===== src/ctl_pkg.sv =====
// Shared widths, register map and constants for the settings controller.
// The control page is 128 words. Only the addresses below are used.
// The channel count sets the width of the delay table index.
`default_nettype none

package ctl_pkg;

  localparam int NUM_CH   = 8;
  localparam int PAGE_BIT = 8;   // host address bit, 0 = control, 1 = delay.

  typedef logic [15:0]                 word_t;
  typedef logic [6:0]                  reg_addr_t;
  typedef logic [$clog2(NUM_CH)-1:0]   ch_idx_t;
  typedef logic [63:0]                 sync_time_t;
  typedef logic [8:0]                  step_t;

  // control page map.
  localparam reg_addr_t ADDR_CTL_FLAG    = 7'h00;
  localparam reg_addr_t ADDR_VERSION     = 7'h01;
  localparam reg_addr_t ADDR_STATUS      = 7'h02;
  localparam reg_addr_t ADDR_CYCLE       = 7'h10;
  localparam reg_addr_t ADDR_FREQ_DIV_0  = 7'h11;   // low half.
  localparam reg_addr_t ADDR_FREQ_DIV_1  = 7'h12;
  localparam reg_addr_t ADDR_STEP        = 7'h13;
  localparam reg_addr_t ADDR_SYNC_TIME_0 = 7'h20;   // lowest word.
  localparam reg_addr_t ADDR_SYNC_TIME_1 = 7'h21;
  localparam reg_addr_t ADDR_SYNC_TIME_2 = 7'h22;
  localparam reg_addr_t ADDR_SYNC_TIME_3 = 7'h23;

  // bits of the flag word.
  localparam int FLAG_OP_MODE_BIT   = 0;
  localparam int FLAG_FORCE_FAN_BIT = 4;
  localparam int FLAG_SYNC_BIT      = 8;   // self-clearing, set by host.

  localparam word_t VERSION_WORD = 16'h0103;

endpackage

`default_nettype wire


===== src/delay_table.sv =====
// Per-channel delay RAM, written by the host and read by the scan.
// Each word read is copied into the shadow entry given by set_idx.
// No reset: entries are undefined until the host writes them.
`timescale 1ns/100ps
`default_nettype none

module delay_table import ctl_pkg::*; (
  input  wire      CLK,
  input  logic     wr_en,
  input  ch_idx_t  wr_idx,
  input  word_t    wdata,
  input  ch_idx_t  rd_idx,
  input  ch_idx_t  set_idx,
  output word_t    delay_out [NUM_CH]
);

  word_t mem [NUM_CH];
  word_t rd_word;

  always_ff @(posedge CLK) begin
    if (wr_en) begin
      mem[wr_idx] <= wdata;
    end
  end

  always_ff @(posedge CLK) begin
    rd_word <= mem[rd_idx];   // read first on a collision.
  end

  // shadow copy, one entry per cycle.
  always_ff @(posedge CLK) begin
    delay_out[set_idx] <= rd_word;
  end

endmodule

`default_nettype wire


===== config.mk =====
export PLATFORM = sky130hd
export DESIGN_NAME = delay_table
export DESIGN_NICKNAME = d
export VERILOG_FILES = /design/src/ctl_pkg.sv /design/src/delay_table.sv
export SDC_FILE = /design/constraint.sdc
export NUM_CORES = 1
export LEC_CHECK = 0
export BUFFER_PORTS_ARGS = -buffer_cell sky130_fd_sc_hd__buf_4
export CAP_MARGIN = 20
export CORE_ASPECT_RATIO = 1.25
export CORE_UTILIZATION = 55
export DETAILED_ROUTE_END_ITERATION = 12
export PLACE_DENSITY = 0.81
export SYNTH_ARGS = -nofsm -noshare
export SYNTH_HDL_FRONTEND = slang
export SYNTH_SLANG_ARGS = --single-unit

===== constraint.sdc =====
create_clock -name CLK -period 2.65 [get_ports CLK]
set_clock_uncertainty 0.2 [all_clocks]
set_input_delay 0.265 -clock CLK [delete_from_list [all_inputs] [get_ports CLK]]
set_output_delay 0.265 -clock CLK [all_outputs]
set_load 0.02 [all_outputs]

# Word level (Yosys, flattened, before mapping)
# Memory sizes are Yosys's and may differ from the RTL's. A register that Yosys moved wholly into a read port is not among the register bits.
# Index checks and enable logic that the tools add are counted.
dict set report op_classes {
  addsub 0
  mul 0
  n_div 0
  magnitude_cmp 2
  eq_ne 0
  shift 0
  muxes 5
  bitwise_logic 1
  reduce_logical 1
}
# op n
set op_table {}
lappend op_table {{bitwise mux 128 bit} 1}
lappend op_table {{demux 16 bit (select 3 bit)} 1}
lappend op_table {{2-to-1 mux 16 bit} 1}
lappend op_table {{greater-or-equal comparator 4 bit (second input constant)} 1}
lappend op_table {{< comparator 4 x 1 -> 1 bit (second input constant)} 1}
lappend op_table {{NOT 3 -> 4 bit} 1}
lappend op_table {{2-to-1 mux 1 bit} 2}
lappend op_table {{logical AND 1 bit} 1}
dict set report word_totals {
  reg_bits 128
  latch_bits 0
  ramBits 128
  rom_bits 0
  in_bits 27
  out_inout_bits 128
  wordCells 18
  memories 1
}
# memory depth word_bits rd rd_ports_with_merged_regs wr line_no
set memory_table {}
lappend memory_table {mem 8 16 1 1 1 delay_table.sv:17} ;# word_t mem [NUM_CH];

# Logic depth before layout (Yosys ltp)
dict set report logic_depth {
  depth_word 6
  mapped_depth 4
  depth_no_buf 2
}

# Worst setup path after synthesis
# Ideal clock, no wire load.
dict set report synth_path {
  path_type {input to register}
  from {input port wr_idx[2]}
  to {memory mem[0][0] in the netlist's numbering, enable pin}
  setup_time_ns 0.409
  t_arrival_ns 1.578
  required_ns 2.041
  setup_slack_ns 0.462
  stages 2
  cell_sequence {nand2b_1 > nor3_1}
}
# item line_no
set synth_rtl {}
lappend synth_rtl {{start: declaration} delay_table.sv:10} ;# input ch_idx_t wr_idx,
lappend synth_rtl {{end: declaration} delay_table.sv:17}
# Straight into the memory's write port.

# Worst setup path in the final report
dict set report layout_path {
  from {register delay_out[109] in the netlist's numbering}
  to {output port delay_out[109] in the netlist's numbering}
}
# item line_no
set layout_rtl {}
lappend layout_rtl {{start: declaration} delay_table.sv:14} ;# output word_t delay_out [NUM_CH]
lappend layout_rtl {{start signal: indexed assignment} delay_table.sv:32} ;# delay_out[set_idx] <= rd_word;
# No word-level cell between the ends.

==> results.py <==
metrics = {
    "outcome": {
        "status": "completed",
    },
    "synth": {
        "yosys.area.top_type": "edfxtp_1",
        "synth_cell_type_count": 16,
        "synth.area.top_cells": "edfxtp_1, mux4_1, dfxtp_1, mux2_2, mux4_2",
        "synth_enable_flop_cells": 256,
        "synth_seq_cells": 272,
        "syn_inst": 350,
        "seq_area_frac_synth_pct": 87.1,
        "syn_nets": 377,
        "synth.most_common_cell": "edfxtp_1",
        "netlist_area_mm2": 0.00920,
        "ys.flop_type": "edfxtp_1",
        "yosysWarnings": 0,
        "syn_avg_cell_area_um2": 26.3,
        "yosysTopAreaCellShare_pct": 83.6,
        "synthArstFlopShare_pct": 0,
        "synthTopCellsByCount": "edfxtp_1, mux4_1, dfxtp_1, mux2_2, nor2_1",
    },
    "sta": {
        "whs_ns": 0.0349,
        "relSlewSlack_pct": 64.9,
        "hold_violations": 0,
        "final-setup-viol-count": 0,
        "worstMarginPinSlew_ns": 0.526,
        "grt_setup_unrepaired": "false",
        "fin_tns_setup_ns": 0,
        "post-route-period-util_pct": 59.4,
        "fmax_ghz": 0.635,
        "period_minus_slack_ns": 1.57,
        "maxSlewViolCount": 0,
    },
    "die": {
        "design.portCount": 155,
        "initial_core_util_pct": 56.5,
        "fp.coreArea_mm2": 0.0163,
        "die_y_um": 147,
        "floorplan.die_area_mm2": 0.0172,
        "row_count": 52,
        "die_w_um": 118,
    },
    "detailed_routing": {
        "drc": 0,
        "vias": 4203,
        "detail-route-antenna-nets": 0,
        "highest_layer": "met4",
        "route.met2.wl_um": 9480,
        "wl_met3_um": 1140,
        "viasPerCell": 5.35,
        "wl_met1_um": 6380,
        "firstDrtPassIters": 4,
        "drtIter0Drc": 264,
        "wl_um": 17300,
        "wl_per_cell_um": 22.0,
    },
    "worst_setup_path": {
        "path_cells": "buf_4",
        "path_class": "flop to output port",
        "critPathArrivalTime_ns": 1.11,
        "cp-end-kind": "output port",
        "startpoint_type": "flop",
        "critical_path_buf_inv_count": 1,
        "slowest_delay_ns": 0.42,
        "ff2ff_path_depth": 2,
        "crit_family": "flip-flops",
        "cp_num_cells": 1,
        "crit_slowest_cell": "edfxtp_1",
        "cp.required_ns": 2.18,
        "crit_path_max_fanout": 1,
    },
    "cts": {
        "cts_sinks": 272,
        "clkLatencyLatePin_ns": 0.51,
        "ctsRootBufferMaster": "clkbuf_16",
        "clk_pin_slew_ns": 0.07,
        "cts.path.max_buffers": 3,
        "htreeDepth": 1,
        "cts_buffers": 23,
        "cts_tree": "done",
    },
    "pwr": {
        "p_leak_nw": 4.19,
        "powerDensity_mw_per_mm2": 780,
        "ir_worst_vdd_mv": 0.534,
    },
    "cells_and_area": {
        "drive_above_1_share_pct": 40.1,
        "diodes": 0,
        "fin_area_mm2": 0.0117,
        "syn2layout_area_growth_pct": 26.8,
        "fin_nets": 579,
    },
    "placed_design": {
        "gp_congestion": 0.695,
        "io_buffers": 154,
        "dp.final_hpwl_um": 10700,
        "place_area_mm2": 0.0107,
    },
    "global_route": {
        "grt_pass1_wl_um": 25200,
        "overflow": 0,
        "grt_use_total_pct": 20.0,
        "antenna_found_initial": 0,
        "grt_pass1_vias": 4385,
        "grt_max_degree": 33,
    },
    "worst_hold_path": {
        "hold_class": "input pin to flop",
        "hold_depth": 2,
    },
    "job": {
        "max_cap_violations": 0,
    },
}
==> kinds of logic after synthesis <==
family	count (synthesis)	share of synthesized area, %
and+or+nand+nor	21	1.29
DFF	272	87.1
muxes	48	10.9
buffers and inverters	9	0.707
==> per-layer routing <==
| metal | global-route usage (%) | up-vias |
|---|---|---|
| met2 | 37.0 | 189 |
| met4 | 6.09 | 0 |
| li1 | - | 1879 |
| met5 | 0 | - |
| met1 | 23.3 | 2109 |
| met3 | 4.02 | 26 |
==> cells in the final DEF (no fill, tap or decap), types with 2 or more instances in the layout <==
| cell | count |
|---|---|
| edfxtp_1 | 256 |
| buf_4 | 170 |
| mux4_1 | 28 |
| clkbuf_16 | 23 |
| mux2_2 | 16 |
| dlygate4sd3_1 | 16 |
| dfxtp_1 | 16 |
| nor2_1 | 6 |
| clkbuf_1 | 6 |
| bufinv_16 | 5 |
| mux4_2 | 4 |
| clkinv_1 | 4 |
| and3b_1 | 3 |
| nor3b_2 | 3 |
| nor3_2 | 3 |
| nand2b_1 | 3 |
| nand2_1 | 2 |
| clkinvlp_4 | 2 |
==> where the power goes <==
part / switching [mW] / internal [mW] / total (mW)
combinational: 0.306 / 0.247 / 0.553
sequential: 0.108 / 4.94 / 5.05
clock: 1.41 / 2.09 / 3.50
total: 1.82 / 7.28 / 9.10
==> state kept, by name (all words and copies together) (netlist names) <==
signal,flops
rd_word,16
mem,128
delay_out,128
==> path summary, 6_finish.rpt <==
kind	start	end	slack [ns]
setup reg to reg	mem[3][1]$_DFFE_PP_	rd_word[1]$_DFF_P_	1.12
hold reg to reg	rd_word[12]$_DFF_P_	delay_out[12]$_DFFE_PP_	0.36
hold / removal	rd_idx[1]	rd_word[2]$_DFF_P_	0.03
setup / recovery	delay_out[109]$_DFFE_PP_	delay_out[109]	1.08
==> through the flow <==
| stage | utilization (%) | total power [mW] | setup slack, ns | instances |
|---|---|---|---|---|
| 6_report | 71.7 | 9.10 | 1.08 | 785 |
| 3_5_place_dp | 65.8 | 5.68 | 0.672 | 727 |
| 2_1_floorplan | - | 5.38 | 0.462 | 350 |
| 3_3_place_gp | 65.8 | 5.64 | 0.727 | 727 |
| 4_1_cts | 71.7 | 9.14 | 1.05 | 785 |
| 5_1_grt | 71.7 | 9.33 | 1.06 | 785 |
==> final cells by class <==
class / instances / area, um^2
Clock buffer: 29 / 598
Tap cell: 216 / 270
Fill cell: 939 / 4600
Timing Repair Buffer: 186 / 1440
Clock inverter: 13 / 194
Multi-Input combinational cell: 69 / 1150
Sequential cell: 272 / 8010
==> repair_timing <==
action | 4_1_cts | 5_1_grt
hold endpoints to repair | 128 | 0
setup endpoints to repair | 0 | 0
buffers inserted | 0 | 0
resized for setup | 0 | 0
hold buffers | 16 | 0
Power figures use the tool's default switching activity.
