<file path="config.mk">
export PLATFORM = sky130hd
export DESIGN_NAME = table_scan_counter
export DESIGN_NICKNAME = d
export VERILOG_FILES = /design/src/ctl_pkg.sv /design/src/table_scan_counter.sv
export SDC_FILE = /design/constraint.sdc
export NUM_CORES = 1
export LEC_CHECK = 0
export BUFFER_PORTS_ARGS = -buffer_cell sky130_fd_sc_hd__buf_2
export CAP_MARGIN = 20
export CORE_AREA = 2 2 39 41
export CTS_BUF_LIST = sky130_fd_sc_hd__clkbuf_8
export DETAILED_ROUTE_END_ITERATION = 16
export DIE_AREA = 0 0 41 43
export GPL_TIMING_DRIVEN = 0
export SLEW_MARGIN = 30
export SYNTH_ARGS = -nofsm -noshare
export SYNTH_HDL_FRONTEND = slang
export SYNTH_SLANG_ARGS = --single-unit
</file>
<file path="constraint.sdc">
create_clock -name CLK -period 1.85 [get_ports CLK]
set_input_delay 0.2775 -clock CLK [delete_from_list [all_inputs] [get_ports CLK]]
set_output_delay 0.2775 -clock CLK [all_outputs]
set_load 0.01 [all_outputs]
</file>
<file path="src/ctl_pkg.sv">
// Shared widths, register map and constants for the settings controller.
// The control page is 128 words. Only the addresses below are used.
// The channel count sets the width of the delay table index.
`default_nettype none

package ctl_pkg;

  localparam int NUM_CH   = 8;
  localparam int PAGE_BIT = 8;   // host address bit, 0 = control, 1 = delay.

  typedef logic [15:0]                 word_t;
  typedef logic [6:0]                  reg_addr_t;
  typedef logic [$clog2(NUM_CH)-1:0]   ch_idx_t;
  typedef logic [63:0]                 sync_time_t;
  typedef logic [8:0]                  step_t;

  // control page map.
  localparam reg_addr_t ADDR_CTL_FLAG    = 7'h00;
  localparam reg_addr_t ADDR_VERSION     = 7'h01;
  localparam reg_addr_t ADDR_STATUS      = 7'h02;
  localparam reg_addr_t ADDR_CYCLE       = 7'h10;
  localparam reg_addr_t ADDR_FREQ_DIV_0  = 7'h11;   // low half.
  localparam reg_addr_t ADDR_FREQ_DIV_1  = 7'h12;
  localparam reg_addr_t ADDR_STEP        = 7'h13;
  localparam reg_addr_t ADDR_SYNC_TIME_0 = 7'h20;   // lowest word.
  localparam reg_addr_t ADDR_SYNC_TIME_1 = 7'h21;
  localparam reg_addr_t ADDR_SYNC_TIME_2 = 7'h22;
  localparam reg_addr_t ADDR_SYNC_TIME_3 = 7'h23;

  // bits of the flag word.
  localparam int FLAG_OP_MODE_BIT   = 0;
  localparam int FLAG_FORCE_FAN_BIT = 4;
  localparam int FLAG_SYNC_BIT      = 8;   // self-clearing, set by host.

  localparam word_t VERSION_WORD = 16'h0103;

endpackage

`default_nettype wire

</file>
<file path="src/table_scan_counter.sv">
// Index pair for the delay table scan, one step per cycle.
// set_idx is one behind rd_idx to cover the registered RAM read.
`timescale 1ns/100ps
`default_nettype none

module table_scan_counter import ctl_pkg::*; (
  input  wire      CLK,
  input  wire      rst_n,
  output ch_idx_t  rd_idx,
  output ch_idx_t  set_idx
);

  localparam ch_idx_t LAST_IDX = ch_idx_t'(NUM_CH - 1);

  always_ff @(posedge CLK) begin
    if (!rst_n) begin
      rd_idx  <= '0;
      set_idx <= LAST_IDX;
    end else begin
      rd_idx  <= (rd_idx == LAST_IDX) ? '0 : rd_idx + 1'b1;
      set_idx <= (set_idx == LAST_IDX) ? '0 : set_idx + 1'b1;
    end
  end

endmodule

`default_nettype wire

</file>
# ---- Word-level counts from Yosys, hierarchy flattened
# Cells that the tools add are included.
dict set report totals {
  reg_bits 6
  input_bits 2
  out_inout_bits 6
  word_cells 9
}
dict set report classes {
  add_sub_neg 2
  n_eq_ne 2
  n_mux 1
  n_bitwise 1
  n_reduce_logical 1
}
# cell count
set ops {}
lappend ops {{adder 3 x 1 -> 3 bit, second input constant} 2}
lappend ops {{equality test 3 bit, second input constant} 2}
lappend ops {{two-way mux 3 bit} 1}
lappend ops {{OR reduction 2 bit} 1}
lappend ops {{NOT 1 bit} 1}

# ---- Depth between registers and ports, before layout
# Gate-level depths: netlist of the first run.
dict set report logic_depth {
  word_depth 2
  depth_mapped 3
}

# ---- Least setup slack after synthesis of the first run
# Ideal clock, no wire load.
dict set report synth_path {
  path_kind {register to register}
  from {register rd_idx[0]}
  to {register rd_idx[2]}
  t_arrival_ns 0.954
  t_required_ns 1.734
  path_slack_ns 0.781
  path_stages_with_launch 4
  path_cell_list {dfxtp_1 ha_1 ha_1 and3b_1}
}
dict set report synth_via {
  elab_chain_cells 2
  word_cells_on_any_way 3
  classes_between {add/sub (1); eq/ne (1); reduce/logical (1)}
}
# element line
set synth_rtl {}
lappend synth_rtl {{start: declaration} table_scan_counter.sv:9} ;# output ch_idx_t rd_idx,
lappend synth_rtl {{start signal: assignment} table_scan_counter.sv:20} ;# rd_idx <= (rd_idx == LAST_IDX) ? '0 : rd_idx + 1'b1;
lappend synth_rtl {{branches (longest 2 deep; another with adder 3 x 1 -> 3 bit)} --}
# Several ways; the timed one is not identified.
# A chain may end at the register's enable or synchronous reset.

# ---- Worst setup path in the final report of the first run
# Same ends and word-level chain as after synthesis.

==> results of run 1 <==
[power by group]
part           total [uW]  switching, uW  leakage, uW  internal [uW]
Clock                 191           51.8    0.0000216            139
Combinational        64.6           31.8    0.0000893           32.8
Sequential            162           11.6    0.0000500            151
[cells in the mapped netlist]
cell,instances
dfxtp_1,6
ha_1,4
nand2b_1,1
and3b_1,2
nor3b_2,1
inv_1,1
o21ai_0,2
[registers in the layout (all words and copies together) (netlist names)]
signal,count
rd_idx,3
set_idx,3
[worst max-delay path, cell delays in order, from the launching register on]
cell and delay [ps]:
dfxtp_1 320, ha_1 200, ha_1 260, and3b_1 170
[final timing paths]
| check | end | slack (ps) | cells past startpoint |
|---|---|---|---|
| worst max-delay path | rd_idx[2]$_SDFF_PP0_ | 790 | 3 |
| worst min-delay path | set_idx[2]$_SDFF_PN1_ | 290 | 2 |
| worst max register to register | rd_idx[2]$_SDFF_PP0_ | 790 | 3 |
| worst min register to register | rd_idx[0]$_SDFF_PP0_ | 470 | 1 |
[stage by stage]
| stage | hold slack, ps | std cells | power [uW] |
|---|---|---|---|
| floorplan | 350.5 | 17 | 201.4 |
| global placement | 461.4 | 40 | 227.3 |
| detailed placement | 461.6 | 40 | 230.1 |
| CTS | 287.1 | 43 | 427.4 |
| global route | 302.7 | 43 | 448.1 |
| finish | 287.0 | 43 | 418.0 |
[layout make-up]
| type | count | area [um^2] |
|---|---|---|
| Tap cell | 16 | 20.02 |
| Timing Repair Buffer | 7 | 35.03 |
| Clock buffer | 3 | 41.29 |
| Multi-Input combinational cell | 10 | 96.34 |
| Inverter | 1 | 3.754 |
| Sequential cell | 6 | 120.1 |
| Fill cell | 155 | 1067 |
[cell families (layout without fill, tap and decap cells)]
kind of cell    count (synthesis)  after routing  share of synthesized area
simple gates                    4              4                     0.1648
buf+inv                         1             11                    0.01703
fa+ha+maj                       4              4                     0.2273
compound gates                  2              2                    0.04546
flops                           6              6                     0.5455
[metal layers]
metal	vias up	share of wire
met4	0	0.063
met2	10	0.33
met1	68	0.47
li1	81	-
met3	4	0.13
met5	-	0
==> flow_summary.ini, run 1 <==
[status]
status = finished, final reports clean

[worst_setup_path]
crit_arrival_ps = 1170
crit_fanout = 3
required_ps = 1960
start_kind = flip-flop
critPathKind = flip-flop to flip-flop
r2r_start = rd_idx[0]$_SDFF_PP0_
crit_start = rd_idx[0]$_SDFF_PP0_
endpoint_kind = flip-flop

[timing]
setup_tns_ps = 0
hold_violations = 0
post-route-min-period_ps = 1057
rsz0062_at_grt = no
min_period_over_period = 0.5714
tightest_slew_ps = 130.0
max_clock_freq_ghz = 0.9460
relSlewSlack = 0.9124
fin_skew_ps = 0.1700
setup_violations = 0
drv_slew = 0
layout_setup_ws_ps = 792.9

[routing]
routedWlPerCell_um = 9.256
final_antenna_net_count = 0
firstDrtPassIters = 2
wl_um = 398
vias = 163
drt_iter0_drc = 4
remaining_drc_errors = 0
viasPerCell = 3.791

[synth]
yosysSeqAreaShare = 0.5455
synthCells = 17
syn_nets = 23
syn_area_um2 = 220.2
syn_area_per_cell_um2 = 12.95
ys_ff_latch = 6
synth_cell_types = 7
synth_area_leader_cell = dfxtp_1
synth_warnings = 0
synthTopCellsByArea = dfxtp_1, ha_1, and3b_1
synth_top_area_share = 0.5455

[run]
cap_violations = 0

[hold_path]
hold_path.class = input port to flip-flop
hp-start = rst_n

[pwr]
power_density_mw_per_mm2 = 1320
p_leak_uw = 0.0001608
vdd_drop_max_v = 0.0002275

[grt]
grt_pass1_vias = 154
grt_max_degree = 7
antenna_found_initial = 0
track_usage = 0.06112
overflow = 0
gr-usage-met1 = 0.05431
grt_pass1_wl_um = 565
use_met2 = 0.05313
met3_usage = 0.06283
busiest_layer = met4

[clock_tree]
clockBufferDepth = 2
path_clk_slew_ps = 40
cts_buffers = 3
cts-htree-levels = 1
post_cts_buffers = 0
clock_latency_ps = 220
hold_buffers = 0
ctsResizeCount = 0
tritoncts = done
cts-root-buf = clkbuf_8
clock-sinks = 6

[die]
die_x_um = 41
initial_utilization = 0.1591
die_area_mm2 = 0.001763
die_y_um = 43
rows = 14
ios = 8
core_mm2 = 0.001384

[finish]
final_util = 0.2288
nets = 35
layout.cells.most_common = buf_2
final_cell_mix = buf_2, dfxtp_1, ha_1
syn_to_final_growth_pct = 43.75
fin_area_um2 = 316.6
drive_above_1_share = 0.4074
n_antenna_cell = 0

[placed_design]
io_buffers = 7
placed_cell_area_um2 = 275.3
post-dp-hpwl_um = 305.6
dp_slack_ps = 797.7
place_congestion = 0.5283
Note: power is estimated with default switching activity, not from simulation.
==> run 2, diff against run 1 <==
==> constraint.sdc (replaced) <==
create_clock -name CLK -period 0.86 [get_ports CLK]
set_input_delay 0.129 -clock CLK [delete_from_list [all_inputs] [get_ports CLK]]
set_output_delay 0.129 -clock CLK [all_outputs]
set_load 0.01 [all_outputs]
==> run 2 against run 1 <==
The flow now finishes with violations (negative setup slack). Clock skew rose by 5.6 ps. Critical path depth did not move. Cell count up 2.3%. Register-to-register slack lost 900 ps. Flip-flop and latch count did not move. Highest routed layer is now met3.
==> flow_summary.ini, run 2 (synthesis results as in run 1) <==
[status]
status = complete, but fails checks
violations = negative setup slack

[finish]
top_regs = rd_idx x3, set_idx x3
nets = 35
syn_to_final_growth_pct = 72.16
layout.cells.most_common = buf_2
n_antenna_cell = 0
final_cell_mix = buf_2, ha_4, dfxtp_2
drive_above_1_share = 0.7143

[pwr]
seq_power_share = 0.382
p_leak_uw = 0.0001637
p_sw_frac = 0.2548
p_sw_uw = 252.3
p_comb_frac = 0.175
power_uw = 990.4
power_density_mw_per_mm2 = 2612
vdd_drop_max_v = 0.001032
power.share.clock = 0.443
p_int_uw = 738.0

[clock_tree]
clock_latency_ps = 230
clockBufferDepth = 2
cts_buffers = 3
cts-htree-levels = 1
path_clk_slew_ps = 40
cts-root-buf = clkbuf_8
post_cts_buffers = 0
clock-sinks = 6
tritoncts = done

[worst_setup_path]
crit_path_max_incr_delay_ps = 350
cpMostUsedCell = ha_4
path_delay_family = flip-flops
crit_arrival_ps = 1070
required_ps = 970
crit_buf_inv = 0
worstPathCellList = ha_4, ha_4, and3b_1
start_kind = flip-flop
crit_fanout = 3
critical-path-slowest-cell = dfxtp_4
endpoint_kind = flip-flop
critPathKind = flip-flop to flip-flop

[grt]
track_usage = 0.06244
antenna_found_initial = 0
grt_max_degree = 7
overflow = 0
grt_pass1_wl_um = 641
grt_pass1_vias = 157

[timing]
setup_violations = 4
holdWs_ps = 133.1
post-route-min-period_ps = 964.3
min_period_over_period = 1.121
tightest_slew_ps = 132.9
drv_slew = 0
fin_skew_ps = 5.732
relSlewSlack = 0.9104
rsz0062_at_grt = yes
setup_tns_ps = -239.1
hold_violations = 0
max_clock_freq_ghz = 1.037
layout_setup_ws_ps = -104.3

[routing]
remaining_drc_errors = 0
firstDrtPassIters = 2
viasPerCell = 3.409
drt_iter0_drc = 4
vias = 150
wl_um = 396
routedWlPerCell_um = 9.000
final_antenna_net_count = 0

[die]
ios = 8
core_mm2 = 0.001384
rows = 14
die_x_um = 41
initial_utilization = 0.1591
die_area_mm2 = 0.001763
die_y_um = 43

[placed_design]
place_congestion = 0.6357
post-dp-hpwl_um = 268.2
io_buffers = 7

[run]
cap_violations = 0

[hold_path]
hold_path.class = input port to flip-flop
-- run 2: changes by cell type in the layout (fill, tap and decap cells not counted) --
cell | previous run | this run
dfxtp_1 | 6 | 1
dfxtp_2 | 0 | 4
dfxtp_4 | 0 | 1
ha_1 | 4 | 0
ha_4 | 0 | 4
inv_1 | 1 | 2
-- run 2: final cells by class --
class / instances / area (um^2)
clock buffer: 3 / 41.29
clock inverter: 1 / 3.754
fill: 141 / 1005
inverter: 1 / 3.754
multi-input combinational: 10 / 146.4
sequential: 6 / 128.9
tap: 16 / 20.02
timing repair buffer: 7 / 35.03
-- run 2: power groups by stage --
stage | Sequential [uW] | Combinational [uW] | Clock (uW)
5_1_grt | 382 | 213 | 472
3_5_place_dp | 360 | 149 | 0
6_report | 378 | 174 | 439
2_1_floorplan | 381 | 66.7 | 0
4_1_cts | 377 | 177 | 455
3_3_place_gp | 359 | 147 | 0
-- run 2: routing by layer --
| layer | GRT usage | wire, um | up-vias |
|---|---|---|---|
| met3 | 0.07853 | 62 | 0 |
| met5 | 0 | 0 | - |
| li1 | - | - | 80 |
| met2 | 0.06563 | 116 | 11 |
| met4 | 0.02000 | 0 | 0 |
| met1 | 0.07468 | 217 | 59 |
-- run 2: final timing paths --
check | from | endpoint | slack (ps) | cells past startpoint
worst max-delay path | rd_idx[0]$_SDFF_PP0_ | rd_idx[2]$_SDFF_PP0_ | -100 | 3
worst min register to register | rd_idx[0]$_SDFF_PP0_ | rd_idx[0]$_SDFF_PP0_ | 440 | 1
worst max register to register | rd_idx[0]$_SDFF_PP0_ | rd_idx[2]$_SDFF_PP0_ | -100 | 3
worst min-delay path | rst_n | set_idx[2]$_SDFF_PN1_ | 130 | 2
-- run 2: repair_timing --
action / 4_1_cts / 5_1_grt
endpoints found under the setup margin: 7 / 8
hold buffers: 0 / 0
pin swaps: 1 / 0
resized for setup: 4 / 0
-- run 2: worst reg2reg max path: cells and delay by family (launching register included) --
family	cells	cell delay (ps)
adder cells (fa/ha/maj)	2	350
flip-flops	1	350
AND/OR/NAND/NOR	1	150
-- run 2: stage by stage --
stage          setup WS (ps)  instance area (um^2)  cells  utilization
2_1_floorplan         -121.4                 254.0     17            -
3_3_place_gp          -121.7                 309.0     40       0.2233
3_5_place_dp          -116.7                 309.0     40       0.2233
4_1_cts               -105.8                 379.1     44       0.2740
5_1_grt               -128.0                 379.1     44       0.2740
6_report              -104.3                 379.1     44       0.2740
