==> src/ctl_pkg.sv <==
// Shared widths, register map and constants for the settings controller.
// The control page is 128 words. Only the addresses below are used.
// The channel count sets the width of the delay table index.
`default_nettype none

package ctl_pkg;

  localparam int NUM_CH   = 8;
  localparam int PAGE_BIT = 8;   // host address bit, 0 = control, 1 = delay.

  typedef logic [15:0]                 word_t;
  typedef logic [6:0]                  reg_addr_t;
  typedef logic [$clog2(NUM_CH)-1:0]   ch_idx_t;
  typedef logic [63:0]                 sync_time_t;
  typedef logic [8:0]                  step_t;

  // control page map.
  localparam reg_addr_t ADDR_CTL_FLAG    = 7'h00;
  localparam reg_addr_t ADDR_VERSION     = 7'h01;
  localparam reg_addr_t ADDR_STATUS      = 7'h02;
  localparam reg_addr_t ADDR_CYCLE       = 7'h10;
  localparam reg_addr_t ADDR_FREQ_DIV_0  = 7'h11;   // low half.
  localparam reg_addr_t ADDR_FREQ_DIV_1  = 7'h12;
  localparam reg_addr_t ADDR_STEP        = 7'h13;
  localparam reg_addr_t ADDR_SYNC_TIME_0 = 7'h20;   // lowest word.
  localparam reg_addr_t ADDR_SYNC_TIME_1 = 7'h21;
  localparam reg_addr_t ADDR_SYNC_TIME_2 = 7'h22;
  localparam reg_addr_t ADDR_SYNC_TIME_3 = 7'h23;

  // bits of the flag word.
  localparam int FLAG_OP_MODE_BIT   = 0;
  localparam int FLAG_FORCE_FAN_BIT = 4;
  localparam int FLAG_SYNC_BIT      = 8;   // self-clearing, set by host.

  localparam word_t VERSION_WORD = 16'h0103;

endpackage

`default_nettype wire

==> src/ctl_port_if.sv <==
// Sequencer side of the control register RAM.
// Read data arrives two edges after the address is set. No handshake.
`timescale 1ns/100ps
`default_nettype none

interface ctl_port_if import ctl_pkg::*; ();

  reg_addr_t addr;
  logic      we;
  word_t     wdata;
  word_t     rdata;   // registered in the RAM.

  modport seq (
    output addr,
    output we,
    output wdata,
    input  rdata
  );

  modport ram (
    input  addr,
    input  we,
    input  wdata,
    output rdata
  );

endinterface

`default_nettype wire

==> src/ctl_sequencer.sv <==
// Walks the control page in a fixed loop and latches settings onto ports.
// Writes the version word once after reset and the status word every loop.
// thermo is sampled as is, so it must already be synchronous to CLK.
// A host write to the flag word during a sync write-back may be lost.
`timescale 1ns/100ps
`default_nettype none

module ctl_sequencer import ctl_pkg::*; (
  input  wire         CLK,
  input  wire         rst_n,
  input  logic        thermo,
  ctl_port_if.seq     ctl_port,
  output logic        force_fan,
  output logic        op_mode,
  output logic        sync_set,
  output word_t       cycle,
  output logic [31:0] freq_div,
  output step_t       step,
  output sync_time_t  sync_time
);

  // each name gives the word captured now, then the request issued now.
  typedef enum logic [3:0] {
    REQ_WR_VER,
    REQ_RD_FLAG,
    REQ_RD_CYCLE,
    RD_FLAG_REQ_DIV_0,
    RD_CYCLE_REQ_DIV_1,
    RD_DIV_0_REQ_STEP,
    RD_DIV_1_REQ_WR_STATUS,
    RD_STEP_REQ_FLAG,
    REQ_RD_SYNC_0,
    REQ_RD_SYNC_1,
    RD_SYNC_0_REQ_SYNC_2,
    RD_SYNC_1_REQ_SYNC_3,
    RD_SYNC_2_REQ_FLAG,
    RD_SYNC_3_REQ_CYCLE
  } seq_state_t;

  seq_state_t state;
  word_t      flag_q;

  assign force_fan = flag_q[FLAG_FORCE_FAN_BIT];
  assign op_mode   = flag_q[FLAG_OP_MODE_BIT];

  always_ff @(posedge CLK) begin
    if (!rst_n) begin
      state         <= REQ_WR_VER;
      ctl_port.we   <= 1'b0;
      ctl_port.addr <= '0;
      flag_q        <= '0;
      cycle         <= '0;
      freq_div      <= '0;
      step          <= '0;
      sync_time     <= '0;
      sync_set      <= 1'b0;
    end else begin
      case (state)
        REQ_WR_VER: begin
          ctl_port.we    <= 1'b1;
          ctl_port.addr  <= ADDR_VERSION;
          ctl_port.wdata <= VERSION_WORD;
          state          <= REQ_RD_FLAG;
        end
        REQ_RD_FLAG: begin
          ctl_port.we   <= 1'b0;
          ctl_port.addr <= ADDR_CTL_FLAG;
          state         <= REQ_RD_CYCLE;
        end
        REQ_RD_CYCLE: begin
          ctl_port.addr <= ADDR_CYCLE;   // speculative, dropped on sync.
          state         <= RD_FLAG_REQ_DIV_0;
        end
        RD_FLAG_REQ_DIV_0: begin
          flag_q <= ctl_port.rdata;
          if (ctl_port.rdata[FLAG_SYNC_BIT]) begin
            // write back with the sync bit cleared.
            ctl_port.we    <= 1'b1;
            ctl_port.addr  <= ADDR_CTL_FLAG;
            ctl_port.wdata <= ctl_port.rdata & ~(word_t'(1) << FLAG_SYNC_BIT);
            state          <= REQ_RD_SYNC_0;
          end else begin
            ctl_port.addr <= ADDR_FREQ_DIV_0;
            state         <= RD_CYCLE_REQ_DIV_1;
          end
        end
        RD_CYCLE_REQ_DIV_1: begin
          cycle         <= ctl_port.rdata;
          ctl_port.addr <= ADDR_FREQ_DIV_1;
          state         <= RD_DIV_0_REQ_STEP;
        end
        RD_DIV_0_REQ_STEP: begin
          freq_div[15:0] <= ctl_port.rdata;
          ctl_port.addr  <= ADDR_STEP;
          state          <= RD_DIV_1_REQ_WR_STATUS;
        end
        RD_DIV_1_REQ_WR_STATUS: begin
          freq_div[31:16] <= ctl_port.rdata;
          ctl_port.we     <= 1'b1;
          ctl_port.addr   <= ADDR_STATUS;
          ctl_port.wdata  <= {{($bits(word_t) - 1){1'b0}}, thermo};
          state           <= RD_STEP_REQ_FLAG;
        end
        RD_STEP_REQ_FLAG: begin
          step          <= ctl_port.rdata[$bits(step_t)-1:0];   // upper bits dropped.
          ctl_port.we   <= 1'b0;
          ctl_port.addr <= ADDR_CTL_FLAG;
          state         <= REQ_RD_CYCLE;
        end
        REQ_RD_SYNC_0: begin
          ctl_port.we   <= 1'b0;
          ctl_port.addr <= ADDR_SYNC_TIME_0;
          state         <= REQ_RD_SYNC_1;
        end
        REQ_RD_SYNC_1: begin
          ctl_port.addr <= ADDR_SYNC_TIME_1;
          state         <= RD_SYNC_0_REQ_SYNC_2;
        end
        RD_SYNC_0_REQ_SYNC_2: begin
          sync_time[15:0] <= ctl_port.rdata;
          ctl_port.addr   <= ADDR_SYNC_TIME_2;
          state           <= RD_SYNC_1_REQ_SYNC_3;
        end
        RD_SYNC_1_REQ_SYNC_3: begin
          sync_time[31:16] <= ctl_port.rdata;
          ctl_port.addr    <= ADDR_SYNC_TIME_3;
          state            <= RD_SYNC_2_REQ_FLAG;
        end
        RD_SYNC_2_REQ_FLAG: begin
          sync_time[47:32] <= ctl_port.rdata;
          ctl_port.addr    <= ADDR_CTL_FLAG;   // reread after the clear.
          state            <= RD_SYNC_3_REQ_CYCLE;
        end
        RD_SYNC_3_REQ_CYCLE: begin
          sync_time[63:48] <= ctl_port.rdata;
          sync_set         <= 1'b1;   // sticky until reset.
          ctl_port.addr    <= ADDR_CYCLE;
          state            <= RD_FLAG_REQ_DIV_0;
        end
        default: begin
          state <= REQ_WR_VER;
        end
      endcase
    end
  end

endmodule

`default_nettype wire

==> src/flat_wrapper.sv <==
// flat-port wrapper written by rule: the top's interface ports become plain ports
module ctl_sequencer_flat import ctl_pkg::*;
  (CLK, rst_n, thermo, force_fan, op_mode, sync_set, cycle, freq_div, step, sync_time, ctl_port_addr, ctl_port_we, ctl_port_wdata, ctl_port_rdata);
  ctl_port_if ctl_port_i ();
  input  wire CLK;
  input  wire rst_n;
  input  logic thermo;
  output logic force_fan;
  output logic op_mode;
  output logic sync_set;
  output word_t cycle;
  output logic [31:0] freq_div;
  output step_t step;
  output sync_time_t sync_time;
  output wire logic [$bits(ctl_port_i.addr)-1:0] ctl_port_addr;
  output wire logic [$bits(ctl_port_i.we)-1:0] ctl_port_we;
  output wire logic [$bits(ctl_port_i.wdata)-1:0] ctl_port_wdata;
  input wire logic [$bits(ctl_port_i.rdata)-1:0] ctl_port_rdata;
  assign ctl_port_addr = ctl_port_i.addr;
  assign ctl_port_we = ctl_port_i.we;
  assign ctl_port_wdata = ctl_port_i.wdata;
  assign ctl_port_i.rdata = ctl_port_rdata;
  ctl_sequencer u_core (.CLK(CLK), .rst_n(rst_n), .thermo(thermo), .ctl_port(ctl_port_i), .force_fan(force_fan), .op_mode(op_mode), .sync_set(sync_set), .cycle(cycle), .freq_div(freq_div), .step(step), .sync_time(sync_time));
endmodule
==> config.mk <==
export PLATFORM = sky130hd
export DESIGN_NAME = ctl_sequencer_flat
export DESIGN_NICKNAME = d
export VERILOG_FILES = /design/src/ctl_pkg.sv /design/src/ctl_port_if.sv /design/src/ctl_sequencer.sv /design/src/flat_wrapper.sv
export SDC_FILE = /design/constraint.sdc
export NUM_CORES = 1
export LEC_CHECK = 0
export ABC_AREA = 0
export BUFFER_PORTS_ARGS = -buffer_cell sky130_fd_sc_hd__buf_2
export CORE_MARGIN = 2
export CORE_UTILIZATION = 50
export DETAILED_ROUTE_END_ITERATION = 7
export PLACE_DENSITY = 0.85
export SLEW_MARGIN = 40
export SYNTH_ARGS = -nofsm -noshare
export SYNTH_HDL_FRONTEND = slang
export SYNTH_SLANG_ARGS = --single-unit
==> constraint.sdc <==
create_clock -name CLK -period 2.75 [get_ports CLK]
set_input_delay 0.55 -clock CLK [delete_from_list [all_inputs] [get_ports CLK]]
set_output_delay 0.55 -clock CLK [all_outputs]
set_load 0.05 [all_outputs]
== Word-level counts from Yosys, hierarchy flattened ==
Cells that the tools add are included.
Storage, ports and cells
  bits in registers: 155
Cells by class
  reductions and logical operators: 11
  muxes and demuxes: 8
  equality and inequality tests: 14
Operators with widths (number)
  7-bit one-hot mux with 11 select lines: 1
  16-bit one-hot mux with 3 select lines: 1
  4-bit one-hot mux with 12 select lines: 1
  4-bit == test (second input constant): 6
  4-bit by 3-bit == test with 1-bit output (second input constant): 4
  16-bit two-way mux: 1
  11-bit nonzero test: 1
  4-bit by 2-bit == test with 1-bit output (second input constant): 2
  3-bit nonzero test: 2
  2-bit OR reduction: 3
  3-bit OR reduction: 2
  5-bit two-way mux: 1
  4-bit by 1-bit == test with 1-bit output (second input constant): 1
  4-bit zero test: 1
  4-bit two-way mux: 1
  1-bit one-hot mux with 3 select lines: 1
  3-bit AND reduction: 1
  2-bit inequality test (second input constant): 1
  2-bit AND reduction: 1
  1-bit two-way mux: 1

== Logic depth before layout (Yosys ltp) ==
  depth in word-level cells: 4
  mapped depth: 6
  depth with buffers taken out: 4

== Least setup slack after synthesis ==
OpenSTA, ideal clock, no wires.
  path kind: input -> register
  start point: input rst_n
  end point: register u_core.ctl_port.wdata[0] (enable)
  data arrival time: 1487 ps
  stages on the path: 3
  buffers on the path: 2
  path slack: 889 ps
  required time: 2376 ps
  cells stage by stage: buf_2 > clkbuf_1 > and4b_1
Between the ends
  cells in the longest elaborated chain, start to end: 1
RTL lines
  start, declared: RTL line flat_wrapper.sv:6  | input wire rst_n;
  3-bit AND reduction (no source line)
  end signal, assigned: RTL line ctl_sequencer.sv:80  | ctl_port.wdata <= ctl_port.rdata & ~(word_t'(1) << FLAG_SYNC_BIT);
  end signal, assigned: RTL line ctl_sequencer.sv:101  | ctl_port.wdata <= {{($bits(word_t) - 1){1'b0}}, thermo};
  end, declared: RTL line ctl_port_if.sv:16  | output wdata,
Every way passes these cells.
A chain may end at the register's enable or synchronous reset.

== Final worst setup path ==
  start point: register u_core.state[2]
  end point: register u_core.sync_time[60]
Between the ends
  cells in the longest elaborated chain, start to end: 1
RTL lines
  start, declared: RTL line ctl_sequencer.sv:40  | seq_state_t state;
  start signal, assigned: RTL line ctl_sequencer.sv:48  | state <= REQ_WR_VER;
  start signal, assigned: RTL line ctl_sequencer.sv:63  | state <= REQ_RD_FLAG;
  start signal, assigned: RTL line ctl_sequencer.sv:68  | state <= REQ_RD_CYCLE;
  4-bit == test: RTL line ctl_sequencer.sv:58  | case (state)
  end signal, assigned: RTL line ctl_sequencer.sv:135  | sync_time[63:48] <= ctl_port.rdata;
  end, declared: RTL line ctl_sequencer.sv:19  | output sync_time_t sync_time
Every way passes these cells.

==> flow_summary.ini <==
[run_status]
status = finished, final reports clean

[sta]
fmax_ghz = 0.463
rsz0062_at_grt = false
tightest_slew_ns = 0.732
timing_hold_violations_final = 0
fin_ws_ns = 0.588
setup_tns_ns = 0
maxSlewViolCount = 0
slew_headroom_pct = 51.1
finClkSkew_ns = 0.0122
post-route-period-util_pct = 78.6
finalSetupViolations = 0
fin_crit_ns = 2.16

[grt]
grt_pass1_vias = 4520
grt_pass1_wl_um = 25200
grt_overflow_total = 0
grt_use_total_pct = 26.1
antenna_found_initial = 0
grt_max_degree = 134

[synthesis]
synth_top_area_share_pct = 45.6
netlist_area_um2 = 5840
synth_seq_area_share_pct = 53.8
synth_cell_types = 42
ys_top_cells_by_area = dfxtp_1, nand2_1, a21boi_1
avgSynthCellArea_um2 = 8.75
ys_ff_latch = 149
synth_cells = 667
yosysWarnings = 0
synth_enable_flop_cells = 16
synth_area_leader_cell = dfxtp_1
synthArstFlopShare_pct = 0
synth_ff_type = dfxtp_1

[routing]
detail_route.wl_per_cell_um = 16.9
ant_nets = 0
drcViolationCount = 0
drtIter0Drc = 565
via_count = 4955
via_per_inst = 5.19
first_pass_iters = 7
routed_wl_um = 16200

[floorplanning]
num_io_pins = 167
die-width_um = 112
core_um2 = 11400
rows = 39
initial_utilization_pct = 51.1
die_y_um = 112
dieArea_um2 = 12600

[pwr]
power.leakage_nw = 2.98
power_density_nw_per_um2 = 705
vdd_drop_max_uv = 558
p_total_mw = 5.14

[placed_design]
dp_cells = 923
gp_congestion = 0.840
post-place-ws_ns = 0.640
dp_hpwl_um = 10100
io_buffers = 163

[worst_hold_path]
whs_path_depth = 2
min_path_type = reg2reg

[critical_path]
worst_ep_arrival_time_ns = 2.50
cp_slowest_stage_delay_ns = 0.79
reg2reg_depth = 4
critPathSlowestCell = dfxtp_1
path_class = reg2reg
critPathRequiredTime_ns = 3.09
path_cells = nand2_1 > nor2_2 > nand2_1 > a21boi_0
critPathMaxFanout = 24
cp_common_cell = nand2_1
critPathCaptureType = register
critPathLaunchType = register

[clock_network]
cts_resized = 0
cts_root_buf = clkbuf_16
post-cts-setup-buffers = 0
numCtsBuffers = 17
cts-htree-levels = 4
cts_tree = yes
insertion_delay_ns = 0.42
cts_buffer_depth = 2
postCtsHoldBufs = 0
path_clk_slew_ns = 0.06
cts_sinks = 149

[layout]
drive_gt1_share_pct = 26.0
layout_common_cells = nand2_1, buf_2, dfxtp_1, a21boi_1, a21boi_0
stdcell_count = 955
area_delta_synth_final_pct = 24.9
final_nets = 818
diodes = 0
final_common_cell = nand2_1

[run]
cap_violations = 0
-- kinds of logic after synthesis --
family | after synthesis | synth area share, %
simple gates | 314 | 23.2
flops | 149 | 53.8
compound gates | 143 | 18.1
buf+inv | 58 | 4.52
xor+xnor | 2 | 0.300
other cells | 1 | 0.0642
-- synthesized netlist by cell type, types with 2 or more instances --
cell type,n
nand2_1,253
dfxtp_1,133
a21boi_1,79
a21boi_0,46
clkbuf_1,32
buf_2,19
edfxtp_1,16
and2_1,13
nor2_1,9
nand2b_1,7
buf_4,6
a21oi_1,5
nor2_2,4
nor2b_1,4
o21ai_0,4
nand2_2,3
nand3_1,3
and2b_1,2
nand3_2,2
nand4b_1,2
nor3_4,2
o21a_1,2
or3_1,2
-- worst max-delay path, delay by kind of cell (launching register included) --
family / cells / cell delay, ns
flops: 1 / 0.79
compound gates: 1 / 0.19
simple gates: 3 / 1.11
-- per-layer routing --
metal  vias to the layer above  share of wire (%)  routed length (um)  global-route usage (%)
met2                       220                 46                7430                    40.8
li1                       2419                  -                   -                       -
met3                        22                9.3                1510                    8.37
met5                         -                  0                   0                       0
met1                      2294                 43                6990                    34.8
met4                         0                1.6                 252                    8.37
-- metrics by stage --
| step | hold slack (ns) | area (um2) | utilization [%] |
|---|---|---|---|
| 2_1_floorplan | 0.584 | 5850 | - |
| 3_3_place_gp | 0.437 | 6630 | 58.1 |
| 3_5_place_dp | 0.443 | 6630 | 58.1 |
| 4_1_cts | 0.448 | 7290 | 63.9 |
| 5_1_grt | 0.458 | 7290 | 63.9 |
| 6_report | 0.452 | 7290 | 63.9 |
-- power by group --
| part | internal, mW | switching, mW |
|---|---|---|
| logic | 0.0886 | 0.261 |
| registers | 2.23 | 0.0256 |
| clock network | 1.67 | 0.862 |
| total | 3.99 | 1.15 |
-- flip-flops by register name, summed over array words and instances (netlist names) --
signal / count
u_core.ctl_port.addr: 4
u_core.ctl_port.wdata: 16
u_core.ctl_port.we: 1
u_core.cycle: 16
u_core.flag_q: 2
u_core.freq_div: 32
u_core.state: 4
u_core.step: 9
u_core.sync_set: 1
u_core.sync_time: 64
-- cell type report --
type | instances | area (um2)
Fill cell | 952 | 4130
Sequential cell | 149 | 3140
Multi-Input combinational cell | 462 | 2440
Timing Repair Buffer | 168 | 868
Clock buffer | 25 | 517
Tap cell | 143 | 179
Clock inverter | 7 | 140
Inverter | 1 | 3.75
-- final timing paths --
path	startpoint	endpoint	slack [ns]
hold reg to reg	u_core.sync_time[55]	u_core.sync_time[55]	0.45
setup reg to reg	u_core.state[2]	u_core.sync_time[60]	0.59
setup / recovery	u_core.state[2]	u_core.sync_time[60]	0.59
hold / removal	u_core.sync_time[55]	u_core.sync_time[55]	0.45
Note: power is estimated with default switching activity, not from simulation.
